===== src/logic/hazard_defines.svh =====
/* sizes, latencies and CSR byte offsets shared by the hazard unit
   LAT_W must hold MAX_MUL_LAT and REG_ADDR_W must index NUM_REGS */
`ifndef HAZARD_DEFINES_SVH
`define HAZARD_DEFINES_SVH

// architectural register count and the width of a register number
`define NUM_REGS    32
`define REG_ADDR_W  5

// the MUL pipe depth bounds the programmable latency
`define MAX_MUL_LAT 15
`define LAT_W       4

// ALU pipe latency in cycles, fixed at build time
`define ALU_LATENCY 2

// byte offsets of the CSRs on the AXI4-Lite slave
`define CSR_CTRL      32'h0
`define CSR_MUL_LAT   32'h4
`define CSR_STATUS    32'h8
`define CSR_ISSUE_CNT 32'hC

`endif


===== src/logic/hazard_pkg.sv =====
/* shared types of the hazard unit
   widths are taken from hazard_defines.svh */
`default_nettype none
`include "hazard_defines.svh"

package hazard_pkg;

  // an architectural register number
  typedef logic [`REG_ADDR_W-1:0] reg_addr_t;

  // a pipe latency in cycles, legal values are 1 to MAX_MUL_LAT
  typedef logic [`LAT_W-1:0] latency_t;

  // one AXI4-Lite data word
  typedef logic [31:0] csr_data_t;

  // execution unit select
  // it travels as a single bit on the top level port
  typedef enum logic {
    UNIT_ALU = 1'b0,
    UNIT_MUL = 1'b1
  } exec_unit_e;

endpackage

`default_nettype wire


===== src/logic/reg_scoreboard.sv =====
/* pending-write scoreboard, one flag per register, set wins over clear
   two clear ports must never retire the same register in one cycle */
`timescale 1ns/100ps
`default_nettype none
`include "hazard_defines.svh"

module reg_scoreboard #(
  parameter int NUM_CLEAR_PORTS = 1,
  parameter int NUM_TEST_PORTS  = 1,
  parameter bit WRITE_THROUGH   = 1'b0
) (
  input  logic                  clk,
  input  logic                  reset,
  input  logic                  set,
  input  hazard_pkg::reg_addr_t set_addr,
  input  logic                  clear      [0:NUM_CLEAR_PORTS-1],
  input  hazard_pkg::reg_addr_t clear_addr [0:NUM_CLEAR_PORTS-1],
  input  hazard_pkg::reg_addr_t test_addr  [0:NUM_TEST_PORTS-1],
  output logic                  found      [0:NUM_TEST_PORTS-1],
  output logic                  empty
);

  // one pending-write flag per architectural register
  logic [`NUM_REGS-1:0] pending;
  // decoded set strobe, at most one bit high
  logic [`NUM_REGS-1:0] set_vec;
  // clear strobes of all ports merged into one vector
  logic [`NUM_REGS-1:0] clear_vec;

  always_comb begin
    set_vec = '0;
    if (set) begin
      set_vec[set_addr] = 1'b1;
    end
  end

  always_comb begin
    clear_vec = '0;
    for (int p = 0; p < NUM_CLEAR_PORTS; p++) begin
      if (clear[p]) begin
        clear_vec[clear_addr[p]] = 1'b1;
      end
    end
  end

  // set is ORed in after the clear mask, so a new writer keeps the flag
  // even when the previous writer of that register retires in the same cycle
  always_ff @(posedge clk or posedge reset) begin
    if (reset) begin
      pending <= '0;
    end else begin
      pending <= (pending & ~clear_vec) | set_vec;
    end
  end

  assign empty = ~|pending;

  generate
    for (genvar t = 0; t < NUM_TEST_PORTS; t++) begin : gen_test
      if (WRITE_THROUGH) begin : gen_wt
        // a register retiring this cycle already reads as free
        assign found[t] = pending[test_addr[t]] & ~clear_vec[test_addr[t]];
      end else begin : gen_wb
        assign found[t] = pending[test_addr[t]];
      end
    end

    // only one pipe can own a register, so clears never collide
    for (genvar a = 0; a < NUM_CLEAR_PORTS; a++) begin : gen_clr_chk
      for (genvar b = a + 1; b < NUM_CLEAR_PORTS; b++) begin : gen_pair
        a_clear_unique : assert property (@(posedge clk) disable iff (reset)
          !(clear[a] && clear[b] && (clear_addr[a] == clear_addr[b])));
      end
    end
  endgenerate

endmodule

`default_nettype wire


===== src/logic/issue_ctrl.sv =====
/* issues one instruction per cycle when no RAW or WAW hazard is pending
   the source must hold all fields stable while in_valid waits for ready */
`timescale 1ns/100ps
`default_nettype none

module issue_ctrl (
  input  logic                   clk,
  input  logic                   reset,
  input  logic                   issue_enable,
  input  logic                   in_valid,
  input  hazard_pkg::exec_unit_e in_unit,
  input  hazard_pkg::reg_addr_t  in_dest,
  input  hazard_pkg::reg_addr_t  in_src_a,
  input  hazard_pkg::reg_addr_t  in_src_b,
  output logic                   in_ready,
  output logic                   sb_set,
  output hazard_pkg::reg_addr_t  sb_set_addr,
  output hazard_pkg::reg_addr_t  sb_test_addr [0:2],
  input  logic                   sb_found     [0:2],
  output logic                   alu_start,
  output logic                   mul_start,
  output hazard_pkg::reg_addr_t  start_dest,
  output logic                   accepted
);

  // any of the three lookups hit a pending write
  logic hazard;

  // port 0 and 1 catch RAW on the sources, port 2 catches WAW on the dest
  assign sb_test_addr[0] = in_src_a;
  assign sb_test_addr[1] = in_src_b;
  assign sb_test_addr[2] = in_dest;

  assign hazard = sb_found[0] | sb_found[1] | sb_found[2];

  // ready does not wait for valid, so it is visible to the source early
  assign in_ready = issue_enable & ~hazard;
  assign accepted = in_valid & in_ready;

  // the destination turns pending from the next cycle on
  assign sb_set      = accepted;
  assign sb_set_addr = in_dest;

  // start pulses go to exactly one pipe, both share the destination
  assign alu_start  = accepted & (in_unit == hazard_pkg::UNIT_ALU);
  assign mul_start  = accepted & (in_unit == hazard_pkg::UNIT_MUL);
  assign start_dest = in_dest;

  // a stalled instruction stays put until the scoreboard lets it go
  a_hold_stable : assert property (@(posedge clk) disable iff (reset)
    (in_valid && !in_ready) |=> (in_valid && $stable(in_unit) && $stable(in_dest)
                                 && $stable(in_src_a) && $stable(in_src_b)));

  // an instruction occupies a single pipe
  a_one_start : assert property (@(posedge clk) disable iff (reset)
    !(alu_start && mul_start));

endmodule

`default_nettype wire


===== src/logic/exec_pipe.sv =====
/* delay pipe of MAX_MUL_LAT stages, retires a destination latency cycles after start
   the latency may change only while the pipe holds no work */
`timescale 1ns/100ps
`default_nettype none
`include "hazard_defines.svh"

module exec_pipe #(
  parameter bit PROGRAMMABLE  = 1'b1,
  parameter int FIXED_LATENCY = `ALU_LATENCY
) (
  input  logic                  clk,
  input  logic                  reset,
  input  logic                  start,
  input  hazard_pkg::reg_addr_t start_dest,
  input  hazard_pkg::latency_t  latency,
  output logic                  retire_valid,
  output hazard_pkg::reg_addr_t retire_dest
);

  localparam int DEPTH = `MAX_MUL_LAT;

  // latency in use, either the port or the build time constant
  hazard_pkg::latency_t lat_eff;
  // stage 0 is the output, work moves one stage down each cycle
  logic [DEPTH-1:0] stage_valid;
  hazard_pkg::reg_addr_t [DEPTH-1:0] stage_dest;
  // one-hot stage that takes the new start
  logic [DEPTH-1:0] insert;
  // what each stage would get from the stage above it
  logic [DEPTH-1:0] valid_up;
  hazard_pkg::reg_addr_t [DEPTH-1:0] dest_up;
  logic collide;

  generate
    if (PROGRAMMABLE) begin : gen_prog
      assign lat_eff = latency;
    end else begin : gen_fixed
      assign lat_eff = hazard_pkg::latency_t'(FIXED_LATENCY);
    end
  endgenerate

  // a start in stage i reaches the output after i+1 edges
  always_comb begin
    for (int i = 0; i < DEPTH; i++) begin
      insert[i] = start && (lat_eff == hazard_pkg::latency_t'(i + 1));
    end
  end

  assign valid_up = {1'b0, stage_valid[DEPTH-1:1]};
  assign dest_up  = {hazard_pkg::reg_addr_t'(0), stage_dest[DEPTH-1:1]};

  // with a steady latency the stage above the insertion point is always empty
  assign collide = |(insert & valid_up);

  always_ff @(posedge clk or posedge reset) begin
    if (reset) begin
      stage_valid <= '0;
    end else begin
      stage_valid <= valid_up | insert;
    end
  end

  always_ff @(posedge clk) begin
    for (int i = 0; i < DEPTH; i++) begin
      stage_dest[i] <= insert[i] ? start_dest : dest_up[i];
    end
  end

  assign retire_valid = stage_valid[0];
  assign retire_dest  = stage_dest[0];

  // every start lands in a legal and free stage
  a_insert_free : assert property (@(posedge clk) disable iff (reset)
    start |-> (|insert && !collide));

endmodule

`default_nettype wire


===== src/logic/hazard_csr.sv =====
/* AXI4-Lite CSR slave, one outstanding read and one outstanding write
   awvalid and wvalid are taken together, MUL_LAT is written only while empty */
`timescale 1ns/100ps
`default_nettype none
`include "hazard_defines.svh"

module hazard_csr (
  input  logic                  clk,
  input  logic                  reset,
  input  logic [31:0]           awaddr,
  input  logic                  awvalid,
  output logic                  awready,
  input  hazard_pkg::csr_data_t wdata,
  input  logic [3:0]            wstrb,
  input  logic                  wvalid,
  output logic                  wready,
  output logic [1:0]            bresp,
  output logic                  bvalid,
  input  logic                  bready,
  input  logic [31:0]           araddr,
  input  logic                  arvalid,
  output logic                  arready,
  output hazard_pkg::csr_data_t rdata,
  output logic                  rvalid,
  input  logic                  rready,
  output logic [1:0]            rresp,
  input  logic                  sb_empty,
  input  logic                  accepted,
  output logic                  issue_enable,
  output hazard_pkg::latency_t  mul_latency
);

  localparam logic [1:0] RESP_OKAY = 2'b00;
  localparam hazard_pkg::latency_t MUL_LAT_RESET = hazard_pkg::latency_t'(4);

  typedef enum logic {
    W_IDLE,
    W_RESP
  } wr_state_e;

  typedef enum logic {
    R_IDLE,
    R_DATA
  } rd_state_e;

  wr_state_e wr_state;
  rd_state_e rd_state;
  logic wr_fire;
  logic rd_fire;
  logic ctrl_en;
  hazard_pkg::latency_t mul_lat;
  hazard_pkg::latency_t wr_lat;
  hazard_pkg::csr_data_t issue_cnt;
  hazard_pkg::csr_data_t rd_word;

  // address and data are accepted in the same cycle, once both are offered
  assign wr_fire = (wr_state == W_IDLE) & awvalid & wvalid;
  assign awready = wr_fire;
  assign wready  = wr_fire;
  assign bvalid  = (wr_state == W_RESP);
  assign bresp   = RESP_OKAY;

  always_ff @(posedge clk or posedge reset) begin
    if (reset) begin
      wr_state <= W_IDLE;
    end else begin
      case (wr_state)
        W_IDLE: if (wr_fire) wr_state <= W_RESP;
        W_RESP: if (bready) wr_state <= W_IDLE;
        default: wr_state <= W_IDLE;
      endcase
    end
  end

  // a zero latency would lose the instruction, it is raised to one
  assign wr_lat = (wdata[`LAT_W-1:0] == '0) ? hazard_pkg::latency_t'(1)
                                            : wdata[`LAT_W-1:0];

  always_ff @(posedge clk or posedge reset) begin
    if (reset) begin
      ctrl_en   <= 1'b0;
      mul_lat   <= MUL_LAT_RESET;
      issue_cnt <= '0;
    end else begin
      // a write to the counter wins over an accept in the same cycle
      if (wr_fire && (awaddr == `CSR_ISSUE_CNT) && |wstrb) begin
        issue_cnt <= '0;
      end else if (accepted) begin
        issue_cnt <= issue_cnt + 1'b1;
      end
      // control fields all sit in byte 0
      if (wr_fire && wstrb[0]) begin
        case (awaddr)
          `CSR_CTRL:    ctrl_en <= wdata[0];
          `CSR_MUL_LAT: mul_lat <= wr_lat;
          default: ;
        endcase
      end
    end
  end

  assign issue_enable = ctrl_en;
  assign mul_latency  = mul_lat;

  assign arready = (rd_state == R_IDLE);
  assign rd_fire = arvalid & arready;
  assign rvalid  = (rd_state == R_DATA);
  assign rresp   = RESP_OKAY;

  // unmapped offsets read as zero
  always_comb begin
    case (araddr)
      `CSR_CTRL:      rd_word = {31'b0, ctrl_en};
      `CSR_MUL_LAT:   rd_word = hazard_pkg::csr_data_t'(mul_lat);
      `CSR_STATUS:    rd_word = {31'b0, sb_empty};
      `CSR_ISSUE_CNT: rd_word = issue_cnt;
      default:        rd_word = '0;
    endcase
  end

  always_ff @(posedge clk or posedge reset) begin
    if (reset) begin
      rd_state <= R_IDLE;
    end else begin
      case (rd_state)
        R_IDLE: if (rd_fire) rd_state <= R_DATA;
        R_DATA: if (rready) rd_state <= R_IDLE;
        default: rd_state <= R_IDLE;
      endcase
    end
  end

  // the read word is captured with the address and held through the stall
  always_ff @(posedge clk) begin
    if (rd_fire) begin
      rdata <= rd_word;
    end
  end

  // MUL work in flight would retire at the wrong cycle after a change
  a_lat_write_idle : assert property (@(posedge clk) disable iff (reset)
    (wr_fire && (awaddr == `CSR_MUL_LAT)) |-> sb_empty);

endmodule

`default_nettype wire


===== src/logic/hazard_top.sv =====
/* register hazard unit of an in-order issue stage with AXI4-Lite control
   in_unit is 0 for the ALU pipe and 1 for the MUL pipe */
`timescale 1ns/100ps
`default_nettype none
`include "hazard_defines.svh"

module hazard_top (
  input  logic                  clk,
  input  logic                  reset,
  // instruction channel
  input  logic                  in_valid,
  output logic                  in_ready,
  input  logic                  in_unit,
  input  hazard_pkg::reg_addr_t in_dest,
  input  hazard_pkg::reg_addr_t in_src_a,
  input  hazard_pkg::reg_addr_t in_src_b,
  // retire channels, no back-pressure
  output logic                  alu_retire_valid,
  output hazard_pkg::reg_addr_t alu_retire_dest,
  output logic                  mul_retire_valid,
  output hazard_pkg::reg_addr_t mul_retire_dest,
  // AXI4-Lite slave
  input  logic [31:0]           awaddr,
  input  logic                  awvalid,
  output logic                  awready,
  input  hazard_pkg::csr_data_t wdata,
  input  logic [3:0]            wstrb,
  input  logic                  wvalid,
  output logic                  wready,
  output logic [1:0]            bresp,
  output logic                  bvalid,
  input  logic                  bready,
  input  logic [31:0]           araddr,
  input  logic                  arvalid,
  output logic                  arready,
  output hazard_pkg::csr_data_t rdata,
  output logic                  rvalid,
  input  logic                  rready,
  output logic [1:0]            rresp
);

  logic issue_enable;
  hazard_pkg::latency_t mul_latency;
  logic sb_empty;
  logic accepted;
  logic sb_set;
  hazard_pkg::reg_addr_t sb_set_addr;
  hazard_pkg::reg_addr_t sb_test_addr [0:2];
  logic sb_found [0:2];
  logic sb_clear [0:1];
  hazard_pkg::reg_addr_t sb_clear_addr [0:1];
  logic alu_start;
  logic mul_start;
  hazard_pkg::reg_addr_t start_dest;

  hazard_csr u_csr (
    .clk, .reset,
    .awaddr, .awvalid, .awready, .wdata, .wstrb, .wvalid, .wready,
    .bresp, .bvalid, .bready,
    .araddr, .arvalid, .arready, .rdata, .rvalid, .rready, .rresp,
    .sb_empty, .accepted, .issue_enable, .mul_latency
  );

  issue_ctrl u_issue (
    .clk, .reset, .issue_enable,
    .in_valid,
    .in_unit (hazard_pkg::exec_unit_e'(in_unit)),
    .in_dest, .in_src_a, .in_src_b, .in_ready,
    .sb_set, .sb_set_addr, .sb_test_addr, .sb_found,
    .alu_start, .mul_start, .start_dest, .accepted
  );

  // clear port 0 belongs to the ALU pipe and port 1 to the MUL pipe
  assign sb_clear[0]      = alu_retire_valid;
  assign sb_clear_addr[0] = alu_retire_dest;
  assign sb_clear[1]      = mul_retire_valid;
  assign sb_clear_addr[1] = mul_retire_dest;

  reg_scoreboard #(
    .NUM_CLEAR_PORTS (2),
    .NUM_TEST_PORTS  (3),
    .WRITE_THROUGH   (1'b1)
  ) u_scoreboard (
    .clk, .reset,
    .set        (sb_set),
    .set_addr   (sb_set_addr),
    .clear      (sb_clear),
    .clear_addr (sb_clear_addr),
    .test_addr  (sb_test_addr),
    .found      (sb_found),
    .empty      (sb_empty)
  );

  // the ALU pipe takes its latency from the module default
  exec_pipe #(.PROGRAMMABLE(1'b0)) alu_pipe (
    .clk, .reset,
    .start        (alu_start),
    .start_dest   (start_dest),
    .latency      (hazard_pkg::latency_t'(`ALU_LATENCY)),
    .retire_valid (alu_retire_valid),
    .retire_dest  (alu_retire_dest)
  );

  exec_pipe #(.PROGRAMMABLE(1'b1)) mul_pipe (
    .clk, .reset,
    .start        (mul_start),
    .start_dest   (start_dest),
    .latency      (mul_latency),
    .retire_valid (mul_retire_valid),
    .retire_dest  (mul_retire_dest)
  );

endmodule

`default_nettype wire


===== config.mk =====
export PLATFORM = sky130hd
export DESIGN_NAME = hazard_top
export DESIGN_NICKNAME = d
export VERILOG_FILES = /design/src/logic/hazard_pkg.sv /design/src/logic/reg_scoreboard.sv /design/src/logic/issue_ctrl.sv /design/src/logic/exec_pipe.sv /design/src/logic/hazard_csr.sv /design/src/logic/hazard_top.sv
export VERILOG_INCLUDE_DIRS = /design/src /design/src/logic
export SDC_FILE = /design/constraint.sdc
export NUM_CORES = 1
export LEC_CHECK = 0
export BUFFER_PORTS_ARGS = -buffer_cell sky130_fd_sc_hd__buf_4
export CAP_MARGIN = 20
export CORE_MARGIN = 5
export CORE_UTILIZATION = 51
export DETAILED_ROUTE_END_ITERATION = 8
export HOLD_SLACK_MARGIN = 0.15
export PLACE_DENSITY = 0.83
export SLEW_MARGIN = 20
export SYNTH_ARGS = -nofsm -noshare
export SYNTH_HDL_FRONTEND = slang
export SYNTH_HIERARCHICAL = 1
export SYNTH_SLANG_ARGS = --single-unit

===== constraint.sdc =====
create_clock -name clk -period 4.2 [get_ports clk]
set_input_delay 0.21 -clock clk [delete_from_list [all_inputs] [get_ports clk]]
set_output_delay 0.21 -clock clk [all_outputs]
set_load 0.02 [all_outputs]

==> impl_metrics.csv, run 1 <==
group,metric,value,unit
status,outcome,"finished clean",
drt,avgViaCountPerCell,6.042,
drt,dr.pass1.iters,5,
power,combPwrFrac,8.2,%
power,netSwitchingPower,951.4,µW
yosys,yosysWarningCount,6,
setup_path,r2r-start,"mul_pipe/stage_valid[0]$_DFF_PP0_",
finish,fin_cells,1374,
sta,layout_setup_ws,0.1369,ns
clocking,cts_num_sinks,205,
grt,grt-ovfl-total,0,
power,p_per_area,333.7,mW/mm²
placed_design,dp_cells,1309,
setup_path,endpoint_kind,"flop",
drt,wirelength,28220,µm
power,clkPwrFrac,43.2,%
grt,antenna_found_initial,0,
sta,whs,0.1664,ns
sta,slew_violations,0,
power,seq_power_share,48.6,%
floorplanning,die_y,151.9,µm
grt,grt_pass1_vias,8410,
power,switching_share,22.70,%
drt,drt_iter0_drc,925,
sta,skew,0.02135,ns
sta,relSlewSlack,37.41,%
yosys,synthCells,936,
clocking,htreeDepth,1,
floorplanning,start_util,51.27,%
placed_design,dp_hpwl,19570,µm
sta,hold_viol_final,0,
drt,drc,0,
run,max_cap_viol_count,0,
setup_path,critical_path.top_delay_family,"simple AND/OR/NAND/NOR gates",
setup_path,crit_slowest_cell,"or4b_4",
floorplanning,dieArea,0.02309,mm²
sta,post-route-period-util,96.74,%
finish,nNetsFinal,1213,
drt,avgRoutedWirePerCell,20.54,µm
clocking,clock_latency,0.50,ns
clocking,cts_root_buffer,"clkbuf_16",
finish,area_growth,22.22,%
yosys,syn-cell-area,0.01027,mm²
finish,final_layout_size_suffix_gt1_share,33.88,%
finish,fin_area,0.01256,mm²
power,ir_drop,0.2548,mV
finish,n_antenna_cell,0,
setup_path,cp_common_cell,"buf_6",
placed_design,gp_congestion,0.9730,
setup_path,required,4.62,ns
grt,grt_pass1_wl,44560,µm
floorplanning,num_rows,52,
power,internal_power,3.239,mW
sta,fmax,0.2461,GHz
yosys,syn_area_per_cell,10.98,µm²
sta,worst_pin_slew,0.9302,ns
floorplanning,die_x,151.9,µm
floorplanning,core_area,0.02004,mm²
drt,ant_nets,0,
setup_path,crit_type,"flop to flop",
floorplanning,ios,178,
sta,setup-violations-final,0,
clocking,numCtsBuffers,22,
power,leakage,5.243,nW
placed_design,pre_cts_ws,0.09843,ns
clocking,cts_tree,"yes",
sta,finalCriticalPeriod,4.063,ns
setup_path,cp.buffers_inverters,2,
grt,grt_usage,23.35,%
clocking,clk_pin_slew,0.06,ns
clocking,clock_path_buffers,3,
placed_design,placed_area,0.01154,mm²
setup_path,cp_cell_sequence,"or4b_4 -> o22ai_2 -> a22oi_1 -> a21oi_1 -> a211oi_1 -> a31oi_1 -> o32ai_1 -> or3_4 -> nor2_4 -> buf_6 -> nand3_1 -> or4_4 -> buf_6 -> or4_1 -> a21oi_2",
min_path,hp-class,"input pin to async pin",
setup_path,start_kind,"flop",
setup_path,worst_path_largest_cell_delay,0.53,ns
setup_path,cp_max_fo,7,
placed_design,io_buffer_count,145,
grt,grt_max_degree,40,
setup_path,crit_start,"mul_pipe/stage_valid[0]$_DFF_PP0_",
setup_path,arrival,4.48,ns
drt,vias,8302,
## power by group through the flow
stage	clock, mW	sequential (mW)	combinational [mW]
3_3_place_gp	0	2.08	0.323
5_1_grt	1.94	2.04	0.366
6_report	1.81	2.04	0.342
3_5_place_dp	0	2.08	0.327
2_1_floorplan	0	2.11	0.164
4_1_cts	1.84	2.04	0.339
## path summary, 6_finish.rpt
kind / endpoint / slack, ns / cells past startpoint
min in group clk: u_csr/mul_latency[0]$_DFFE_PP0P_ / 0.18 / 4
hold / removal: alu_pipe/stage_valid[1]$_DFF_PP0_ / 0.17 / 3
setup reg to reg: u_csr/issue_cnt[30]$_DFFE_PP0P_ / 0.14 / 15
hold reg to reg: alu_pipe/retire_dest[3]$_DFF_P_ / 0.33 / 0
max in group asynchronous: u_csr/issue_enable$_DFFE_PP0P_ / 3.38 / 4
setup / recovery: u_csr/issue_cnt[30]$_DFFE_PP0P_ / 0.14 / 15
## worst reg2reg max path, cell delays in order, from the launching register on
cell      delay (ns)
dfrtp_1         0.39
or4b_4          0.53
o22ai_2         0.31
a22oi_1         0.15
a21oi_1         0.16
a211oi_1        0.06
a31oi_1         0.20
o32ai_1         0.12
or3_4           0.39
nor2_4          0.12
buf_6           0.13
nand3_1         0.09
or4_4           0.51
buf_6           0.15
or4_1           0.52
a21oi_2         0.14
## cell type report
| cell class | count | area [µm²] |
|---|---|---|
| fillers | 1572 | 7481 |
| multi-input cells | 629 | 4982 |
| inverters | 26 | 97.59 |
| repair buffers | 204 | 1579 |
| clock buffers | 30 | 630.6 |
| well taps | 270 | 337.8 |
| flip-flops and latches | 205 | 4866 |
| clock inverters | 10 | 65.06 |
## per-stage QoR
stage          util (%)  setup TNS, ns  total power [mW]
2_1_floorplan         -              0             2.270
3_3_place_gp      57.60              0             2.400
3_5_place_dp      57.60              0             2.405
4_1_cts           61.77              0             4.219
5_1_grt           62.67       -0.02359             4.343
6_report          62.67              0             4.191
## per-layer routing
metal,part of all wire [%],track usage [%]
met1,38,29.09
met2,50,39.35
met3,7.8,4.522
met4,4.5,10.92
met5,0,0
## registers in the layout, summed over array words and instances, names as in the netlist, 2 cells and up
name	flops
alu_pipe/stage_valid	2
mul_pipe/stage_valid	15
alu_pipe/retire_dest	5
u_csr/issue_cnt	32
mul_pipe/dest_up	70
mul_pipe/retire_dest	5
alu_pipe/dest_up	5
u_csr/rdata	32
u_scoreboard/pending	32
u_csr/mul_latency	4
## repair_timing
action | 4_1_cts | 5_1_grt
setup buffers | 0 | 10
hold buffers | 14 | 0
endpoints found under the hold margin | 105 | 0
setup endpoints to repair | 0 | 16
resized for setup | 0 | 26
## cell usage in the layout, fill, tap and decap left out, drive strengths merged, types with 26 or more instances in the layout
| cell type | count |
|---|---|
| buf | 190 |
| a21oi | 27 |
| inv | 26 |
| a22o | 26 |
| clkbuf | 30 |
| edfxtp | 32 |
| mux2 | 76 |
| dfxtp | 85 |
| and2 | 34 |
| nand2 | 51 |
| dfrtp | 87 |
| mux4 | 29 |
| nor2 | 46 |
No activity file was read; power rests on OpenSTA's default activity.
==> run 2: changes to the inputs <==
Settings changed: CORE_UTILIZATION 51 to 52, SYNTH_HIERARCHICAL 1 to default.
==> impl_metrics.csv, run 2 <==
group,metric,value,unit
sta,rsz0062_at_grt,"false",
setup_path,rrSetupSlack,0.34,ns
yosys,yosysWarningCount,0,
clocking,cts_num_sinks,205,
floorplanning,dieArea,0.02418,mm²
sta,setup-violations-final,0,
clocking,clock_path_buffers,3,
yosys,ys.flop_type,"dfrtp_1",
power,switching_share,23.84,%
power,seq_power_share,46.1,%
clocking,cts_tree,"yes",
power,leakage,5.414,nW
yosys,syn_area_per_cell,10.53,µm²
setup_path,reg2reg_depth,10,
clocking,cts_root_buffer,"clkbuf_16",
clocking,numCtsBuffers,22,
grt,grt_max_degree,52,
drt,dr.pass1.iters,6,
drt,drt_iter0_drc,1079,
drt,drc,0,
sta,setup_tns,0,ns
yosys,synth_edf_count,32,
sta,slew_violations,0,
yosys,synthArstFlopShare,42.93,%
drt,avgRoutedWirePerCell,22.32,µm
setup_path,start_kind,"flop",
grt,antenna_found_initial,0,
yosys,syn-cell-area,0.01101,mm²
setup_path,r2r_end,"u_scoreboard.pending[23]$_DFF_PP0_",
setup_path,r2r-start,"mul_pipe.retire_dest[0]$_DFF_P_",
yosys,ys_ff_latch,205,
grt,grt_usage,25.91,%
placed_design,gp_congestion,0.9928,
floorplanning,ios,178,
yosys,synth.distinct_cells,81,
sta,skew,0.03975,ns
power,combPwrFrac,9.0,%
sta,hold_viol_final,0,
floorplanning,core_area,0.02096,mm²
finish,final_cell_mix,"buf_4 (163), dfrtp_1 (87), dfxtp_1 (85)",
floorplanning,die_x,155.5,µm
finish,largest_reg_flops,70,
placed_design,dp_hpwl,22610,µm
sta,worst_pin_slew,0.9599,ns
power,p_per_area,337.4,mW/mm²
drt,vias,9471,
run,max_cap_viol_count,0,
status,outcome,"finished clean",
setup_path,crit_type,"flop to primary output",
setup_path,arrival,3.78,ns
sta,finalCriticalPeriod,3.987,ns
min_path,holdPathEnd,"u_csr.mul_latency[0]$_DFFE_PP0P_",
grt,grt-ovfl-total,0,
clocking,post_cts_buffers,0,
power,netSwitchingPower,1.055,mW
sta,post-route-period-util,94.93,%
grt,grt_pass1_vias,9130,
placed_design,io_buffer_count,145,
clocking,clk_pin_slew,0.06,ns
finish,multi_input_area,0.005645,mm²
finish,n_antenna_cell,0,
setup_path,endpoint_kind,"primary output",
yosys,synthCells,1045,
floorplanning,start_util,52.53,%
yosys,ys_seq_area_share,44.20,%
finish,nNetsFinal,1289,
drt,ant_nets,0,
drt,avgViaCountPerCell,6.509,
power,clkPwrFrac,44.9,%
power,p_total,4.423,mW
floorplanning,die_y,155.5,µm
clocking,clock_latency,0.52,ns
min_path,worstHoldStart,"awaddr[3]",
finish,num-fill-cells,1745,
drt,wirelength,32470,µm
setup_path,required,3.99,ns
yosys,yosys-top-cells-count,"dfrtp_1 (87), dfxtp_1 (85), nand2_1 (70)",
finish,area_growth,19.11,%
yosys,synth_top_area_share,19.78,%
finish,final_common_cell,"buf_4",
clocking,htreeDepth,1,
sta,relSlewSlack,36.01,%
yosys,yosysTopAreaCell,"dfrtp_1",
grt,grt_pass1_wl,50560,µm
setup_path,cp_max_fo,38,
min_path,holdPathStages,3,
power,ir_drop,0.2638,mV
finish,final_layout_size_suffix_gt1_share,25.34,%
min_path,hp-class,"input pin to flop",
sta,fmax,0.2508,GHz
finish,register_area,0.004866,mm²
power,internal_power,3.369,mW
floorplanning,num_rows,53,
yosys,yosysMostFrequentCell,"dfrtp_1",
yosys,netlist_top_cells_area,"dfrtp_1 (20%), dfxtp_1 (15%), edfxtp_1 (8.7%)",
[run 2: cell count changes in the layout (fill, tap and decap cells not counted), moves of 23 or more]
cell / previous run / this run
a32o_1: 1 / 26
mux2_1: 0 / 27
mux2_2: 71 / 41
mux2i_1: 9 / 54
nand2b_1: 15 / 38
[run 2: cells by family (layout without fill, tap and decap cells)]
logic type / count (synthesis) / after routing / synth area share (%)
buffers and inverters: 116 / 248 / 4.706
muxes: 147 / 147 / 16.30
DFF: 205 / 205 / 44.20
AOI/OAI and AO/OA: 180 / 180 / 12.73
other: 1 / 4 / 0.03407
and+or+nand+nor: 395 / 395 / 21.91
adders and majority gates: 1 / 1 / 0.1136
[run 2: metrics by stage]
| step | hold slack (ns) | area [µm²] | util (%) | setup slack [ns] | std cells |
|---|---|---|---|---|---|
| finish | 0.1791 | 13110 | 62.57 | 0.2128 | 1455 |
| global route | 0.1725 | 13110 | 62.57 | 0.01344 | 1455 |
| CTS | 0.1654 | 13110 | 62.55 | 0.2082 | 1455 |
| detailed placement | 0.3121 | 12200 | 58.20 | 0.4491 | 1400 |
| global placement | 0.3099 | 12200 | 58.20 | 0.5331 | 1400 |
| floorplan | 0.2954 | 11020 | - | 0.7000 | 1048 |
[run 2: cell type report]
cell class                      count  share of cell area (%)
Inverter                           29                  0.8398
Clock buffer                       32                   5.125
Multi-Input combinational cell    727                   43.06
Sequential cell                   205                   37.11
Tap cell                          275                   2.624
Clock inverter                      8                  0.6775
Timing Repair Buffer              179                   10.56
[run 2: metal layers]
metal / vias up / global-route usage, % / routed length [µm]
li1: 4228 / - / -
met1: 4558 / 33.49 / 12120
met2: 602 / 43.63 / 16070
met3: 83 / 6.147 / 3431
met4: 0 / 7.336 / 853
met5: - / 0 / 0
[run 2: critical path, cell delays in order (launching register included)]
cell and delay, ns:
dfxtp_1 0.53, and4bb_2 0.34, a22oi_1 0.53, o22ai_1 0.18, nor4_1 0.49, nand3_1 0.15, or4b_4 0.38, buf_4 0.41
nor2_1 0.08, buf_4 0.17
[run 2: power by group through the flow]
stage | combinational (mW) | sequential (mW) | clock, mW
3_5_place_dp | 0.382 | 2.08 | 0
4_1_cts | 0.392 | 2.04 | 2.01
6_report | 0.398 | 2.04 | 1.99
5_1_grt | 0.423 | 2.04 | 2.09
3_3_place_gp | 0.375 | 2.08 | 0
2_1_floorplan | 0.177 | 2.11 | 0
[run 2: how the worst max path moves through the flow]
stage | from | end
after detailed placement | mul_pipe.retire_dest[3]$_DFF_P_ | u_scoreboard.pending[7]$_DFF_PP0_
final | alu_pipe.retire_dest[4]$_DFF_P_ | in_ready
after CTS | mul_pipe.retire_dest[3]$_DFF_P_ | in_ready
after floorplan | mul_pipe.stage_valid[0]$_DFF_PP0_ | mul_pipe.dest_up[30]$_DFF_P_
after global placement | mul_pipe.retire_dest[3]$_DFF_P_ | u_scoreboard.pending[28]$_DFF_PP0_
after global routing | alu_pipe.retire_dest[4]$_DFF_P_ | in_ready
[run 2: what timing repair did]
action	in CTS	in global routing
gates resized for setup	0	1
endpoints found under the setup margin	0	1
endpoints found under the hold margin	60	0
hold buffers	15	0
==> run 3: changes to the inputs <==
Settings changed: ABC_AREA from default to 1, PLACE_DENSITY 0.83 to 0.77, REMOVE_ABC_BUFFERS from default to 1.
==> impl_metrics.csv, run 3 <==
group,metric,value,unit
status,outcome,"finished clean",
setup_path,cp_cell_sequence,"dlygate4sd3_1 -> buf_4 -> nor2_2 -> buf_4 -> nand2_1 -> o21ai_0 -> o21ai_0 -> nand2_1 -> nor2_1 -> a21oi_1 -> nand3_1 -> nand3_1 -> nor2_2 -> buf_4 -> buf_4",
setup_path,crit_type,"input pin to primary output",
grt,grt_pass1_vias,10700,
yosys,syn-cell-area,0.01108,mm²
grt,grt_pass1_wl,55220,µm
yosys,yosysWarningCount,0,
floorplanning,start_util,52.72,%
setup_path,crit_slowest_cell,"nor2_2",
sta,rsz0062_at_grt,"false",
floorplanning,die_x,156.0,µm
setup_path,cp_common_cell,"buf_4",
yosys,synth_top_area_share,19.65,%
yosys,yosys-top-cells-count,"nand2_1 (428), nand3_1 (197), inv_1 (145)",
setup_path,r2r-start,"alu_pipe.retire_dest[0]$_DFF_P_",
yosys,netlist_top_cells_area,"dfrtp_1 (20%), dfxtp_1 (15%), nand2_1 (14%)",
drt,wl_met3,3635,µm
setup_path,r2r_end,"u_csr.issue_cnt[16]$_DFFE_PP0P_",
yosys,ys_ff_latch,205,
min_path,holdPathEnd,"u_csr.rdata[0]$_DFFE_PP_",
power,p_total,4.384,mW
clocking,clk_pin_slew,0.06,ns
drt,drt_iter0_drc,1292,
drt,wl_met2,15990,µm
clocking,clock_path_buffers,3,
setup_path,start_kind,"input pin",
min_path,hp-class,"input pin to flop",
grt,grt_usage,27.77,%
min_path,holdPathStages,4,
drt,drc,0,
finish,nNetsFinal,1793,
grt,antenna_found_initial,0,
sta,hold_viol_final,0,
finish,fin_area,0.01313,mm²
floorplanning,dieArea,0.02433,mm²
drt,ant_nets,0,
power,ir_drop,0.2679,mV
drt,top_layer,"met4",
clocking,cts_num_sinks,205,
yosys,ys.flop_type,"dfrtp_1",
clocking,htreeDepth,1,
sta,finalCriticalPeriod,3.590,ns
sta,fmax,0.2785,GHz
finish,n_antenna_cell,0,
floorplanning,core_area,0.02102,mm²
yosys,yosysMostFrequentCell,"nand2_1",
clocking,clock_latency,0.52,ns
grt,grt_max_degree,87,
clocking,cts_resized,0,
yosys,synth.distinct_cells,33,
setup_path,reg2reg_depth,16,
setup_path,required,3.99,ns
drt,wl_met1,14020,µm
placed_design,placed_area,0.01225,mm²
drt,vias,11500,
yosys,synth_edf_count,32,
finish,final_layout_size_suffix_gt1_share,12.78,%
yosys,synthArstFlopShare,42.93,%
sta,setup-violations-final,0,
setup_path,rrSetupSlack,0.86,ns
sta,whs,0.1987,ns
clocking,cts_root_buffer,"clkbuf_16",
drt,wirelength,34700,µm
yosys,syn_area_per_cell,7.159,µm²
finish,largest_reg_flops,70,
sta,relSlewSlack,31.31,%
placed_design,gp_congestion,0.9923,
sta,skew,0.03360,ns
finish,final_cell_mix,"nand2_1 (428), nand3_1 (197), buf_4 (153)",
yosys,yosysTopAreaCell,"dfrtp_1",
yosys,ys_seq_area_share,43.91,%
floorplanning,ios,178,
setup_path,worst_path_largest_cell_delay,0.78,ns
drt,dr.pass1.iters,8,
finish,final_common_cell,"nand2_1",
clocking,cts_tree,"yes",
clocking,numCtsBuffers,21,
run,max_cap_viol_count,0,
sta,slew_violations,0,
drt,avgViaCountPerCell,5.876,
drt,avgRoutedWirePerCell,17.73,µm
setup_path,arrival,3.38,ns
setup_path,cp_max_fo,22,
sta,worst_pin_slew,1.029,ns
finish,area_growth,18.47,%
placed_design,io_buffer_count,145,
floorplanning,num_rows,53,
power,leakage,6.827,nW
grt,grt-ovfl-total,0,
power,p_per_area,333.9,mW/mm²
yosys,synthCells,1548,
floorplanning,die_y,156.0,µm
sta,post-route-period-util,85.48,%
min_path,worstHoldStart,"araddr[2]",
setup_path,endpoint_kind,"primary output",
placed_design,dp_hpwl,24190,µm
==> run 3: cell types whose count changed in the layout (fill, tap and decap cells not counted), sizes merged, moves of 30 or more <==
cell | previous run | this run
nand4 | 30 | 105
xor2 | 0 | 30
nand2 | 70 | 430
nand2b | 38 | 0
and2 | 41 | 0
o21ai | 15 | 120
mux2 | 78 | 3
nand3 | 21 | 197
inv | 29 | 156
nor2 | 31 | 120
mux2i | 54 | 0
==> run 3: logic make-up (layout without fill, tap and decap cells) <==
family	after synthesis	after routing	synth area share (%)
and+or+nand+nor	906	906	36.69
buffers and inverters	230	361	8.581
DFF	205	205	43.91
AOI/OAI and AO/OA	172	172	7.994
xor gates and xnor gates	30	30	2.371
muxes	3	3	0.3048
adders and majority gates	1	1	0.1129
other	1	4	0.03384
==> run 3: per-stage QoR <==
step / setup TNS, ns / cells / utilization (%) / setup WS [ns]
finish: 0 / 1957 / 62.45 / 0.6099
global route: 0 / 1957 / 62.45 / 0.3656
CTS: 0 / 1957 / 62.45 / 0.7203
detailed placement: 0 / 1904 / 58.28 / 0.9122
global placement: 0 / 1904 / 58.28 / 0.9914
floorplan: -1.943 / 1474 / - / -0.3334
==> run 3: repair_timing <==
| item | in CTS | in global routing |
|---|---|---|
| buffers inserted | 0 | 0 |
| hold buffers | 16 | 0 |
| endpoints found under the hold margin | 143 | 0 |
==> run 3: area by class of cell <==
class / count / area (µm²)
timing repair buffer: 171 / 1349
tap: 275 / 344.1
multi-input combinational: 1116 / 5276
clock inverter: 10 / 138.9
clock buffer: 27 / 578.1
fill: 1873 / 7893
inverter: 153 / 576.8
sequential: 205 / 4866
==> run 3: per-layer routing <==
metal | vias to the layer above | global-route usage, %
met5 | - | 0
met4 | 0 | 9.296
met3 | 101 | 4.632
met2 | 671 | 44.88
met1 | 5313 | 38.10
li1 | 5414 | -
==> run 3: worst max-delay path: cells and delay by family <==
kind / cells / cell delay, ns
AND/OR/NAND/NOR: 7 / 1.42
buffers and inverters: 5 / 1.41
AO/OA/AOI/OAI: 3 / 0.33
==> run 3: worst max-delay path by stage <==
stage	cells after the start	startpoint	end	slack (ns)
floorplan	14	alu_pipe.retire_dest[2]$_DFF_P_	mul_pipe.dest_up[65]$_SDFF_PN0_	-0.33
global placement	14	in_src_b[0]	mul_pipe.dest_up[3]$_DFF_P_	0.99
detailed placement	14	in_src_b[0]	u_csr.issue_cnt[7]$_DFFE_PP0P_	0.91
CTS	14	alu_pipe.retire_dest[0]$_DFF_P_	in_ready	0.72
global route	15	in_dest[1]	in_ready	0.37
finish	15	in_dest[1]	in_ready	0.61
==> run 3: where the power goes <==
group / internal (mW) / total, mW / switching [mW] / leakage, nW
registers: 2.03 / 2.04 / 0.00754 / 1.89
clock network: 1.16 / 1.95 / 0.785 / 0.350
logic: 0.147 / 0.398 / 0.251 / 4.59
total: 3.34 / 4.38 / 1.04 / 6.83
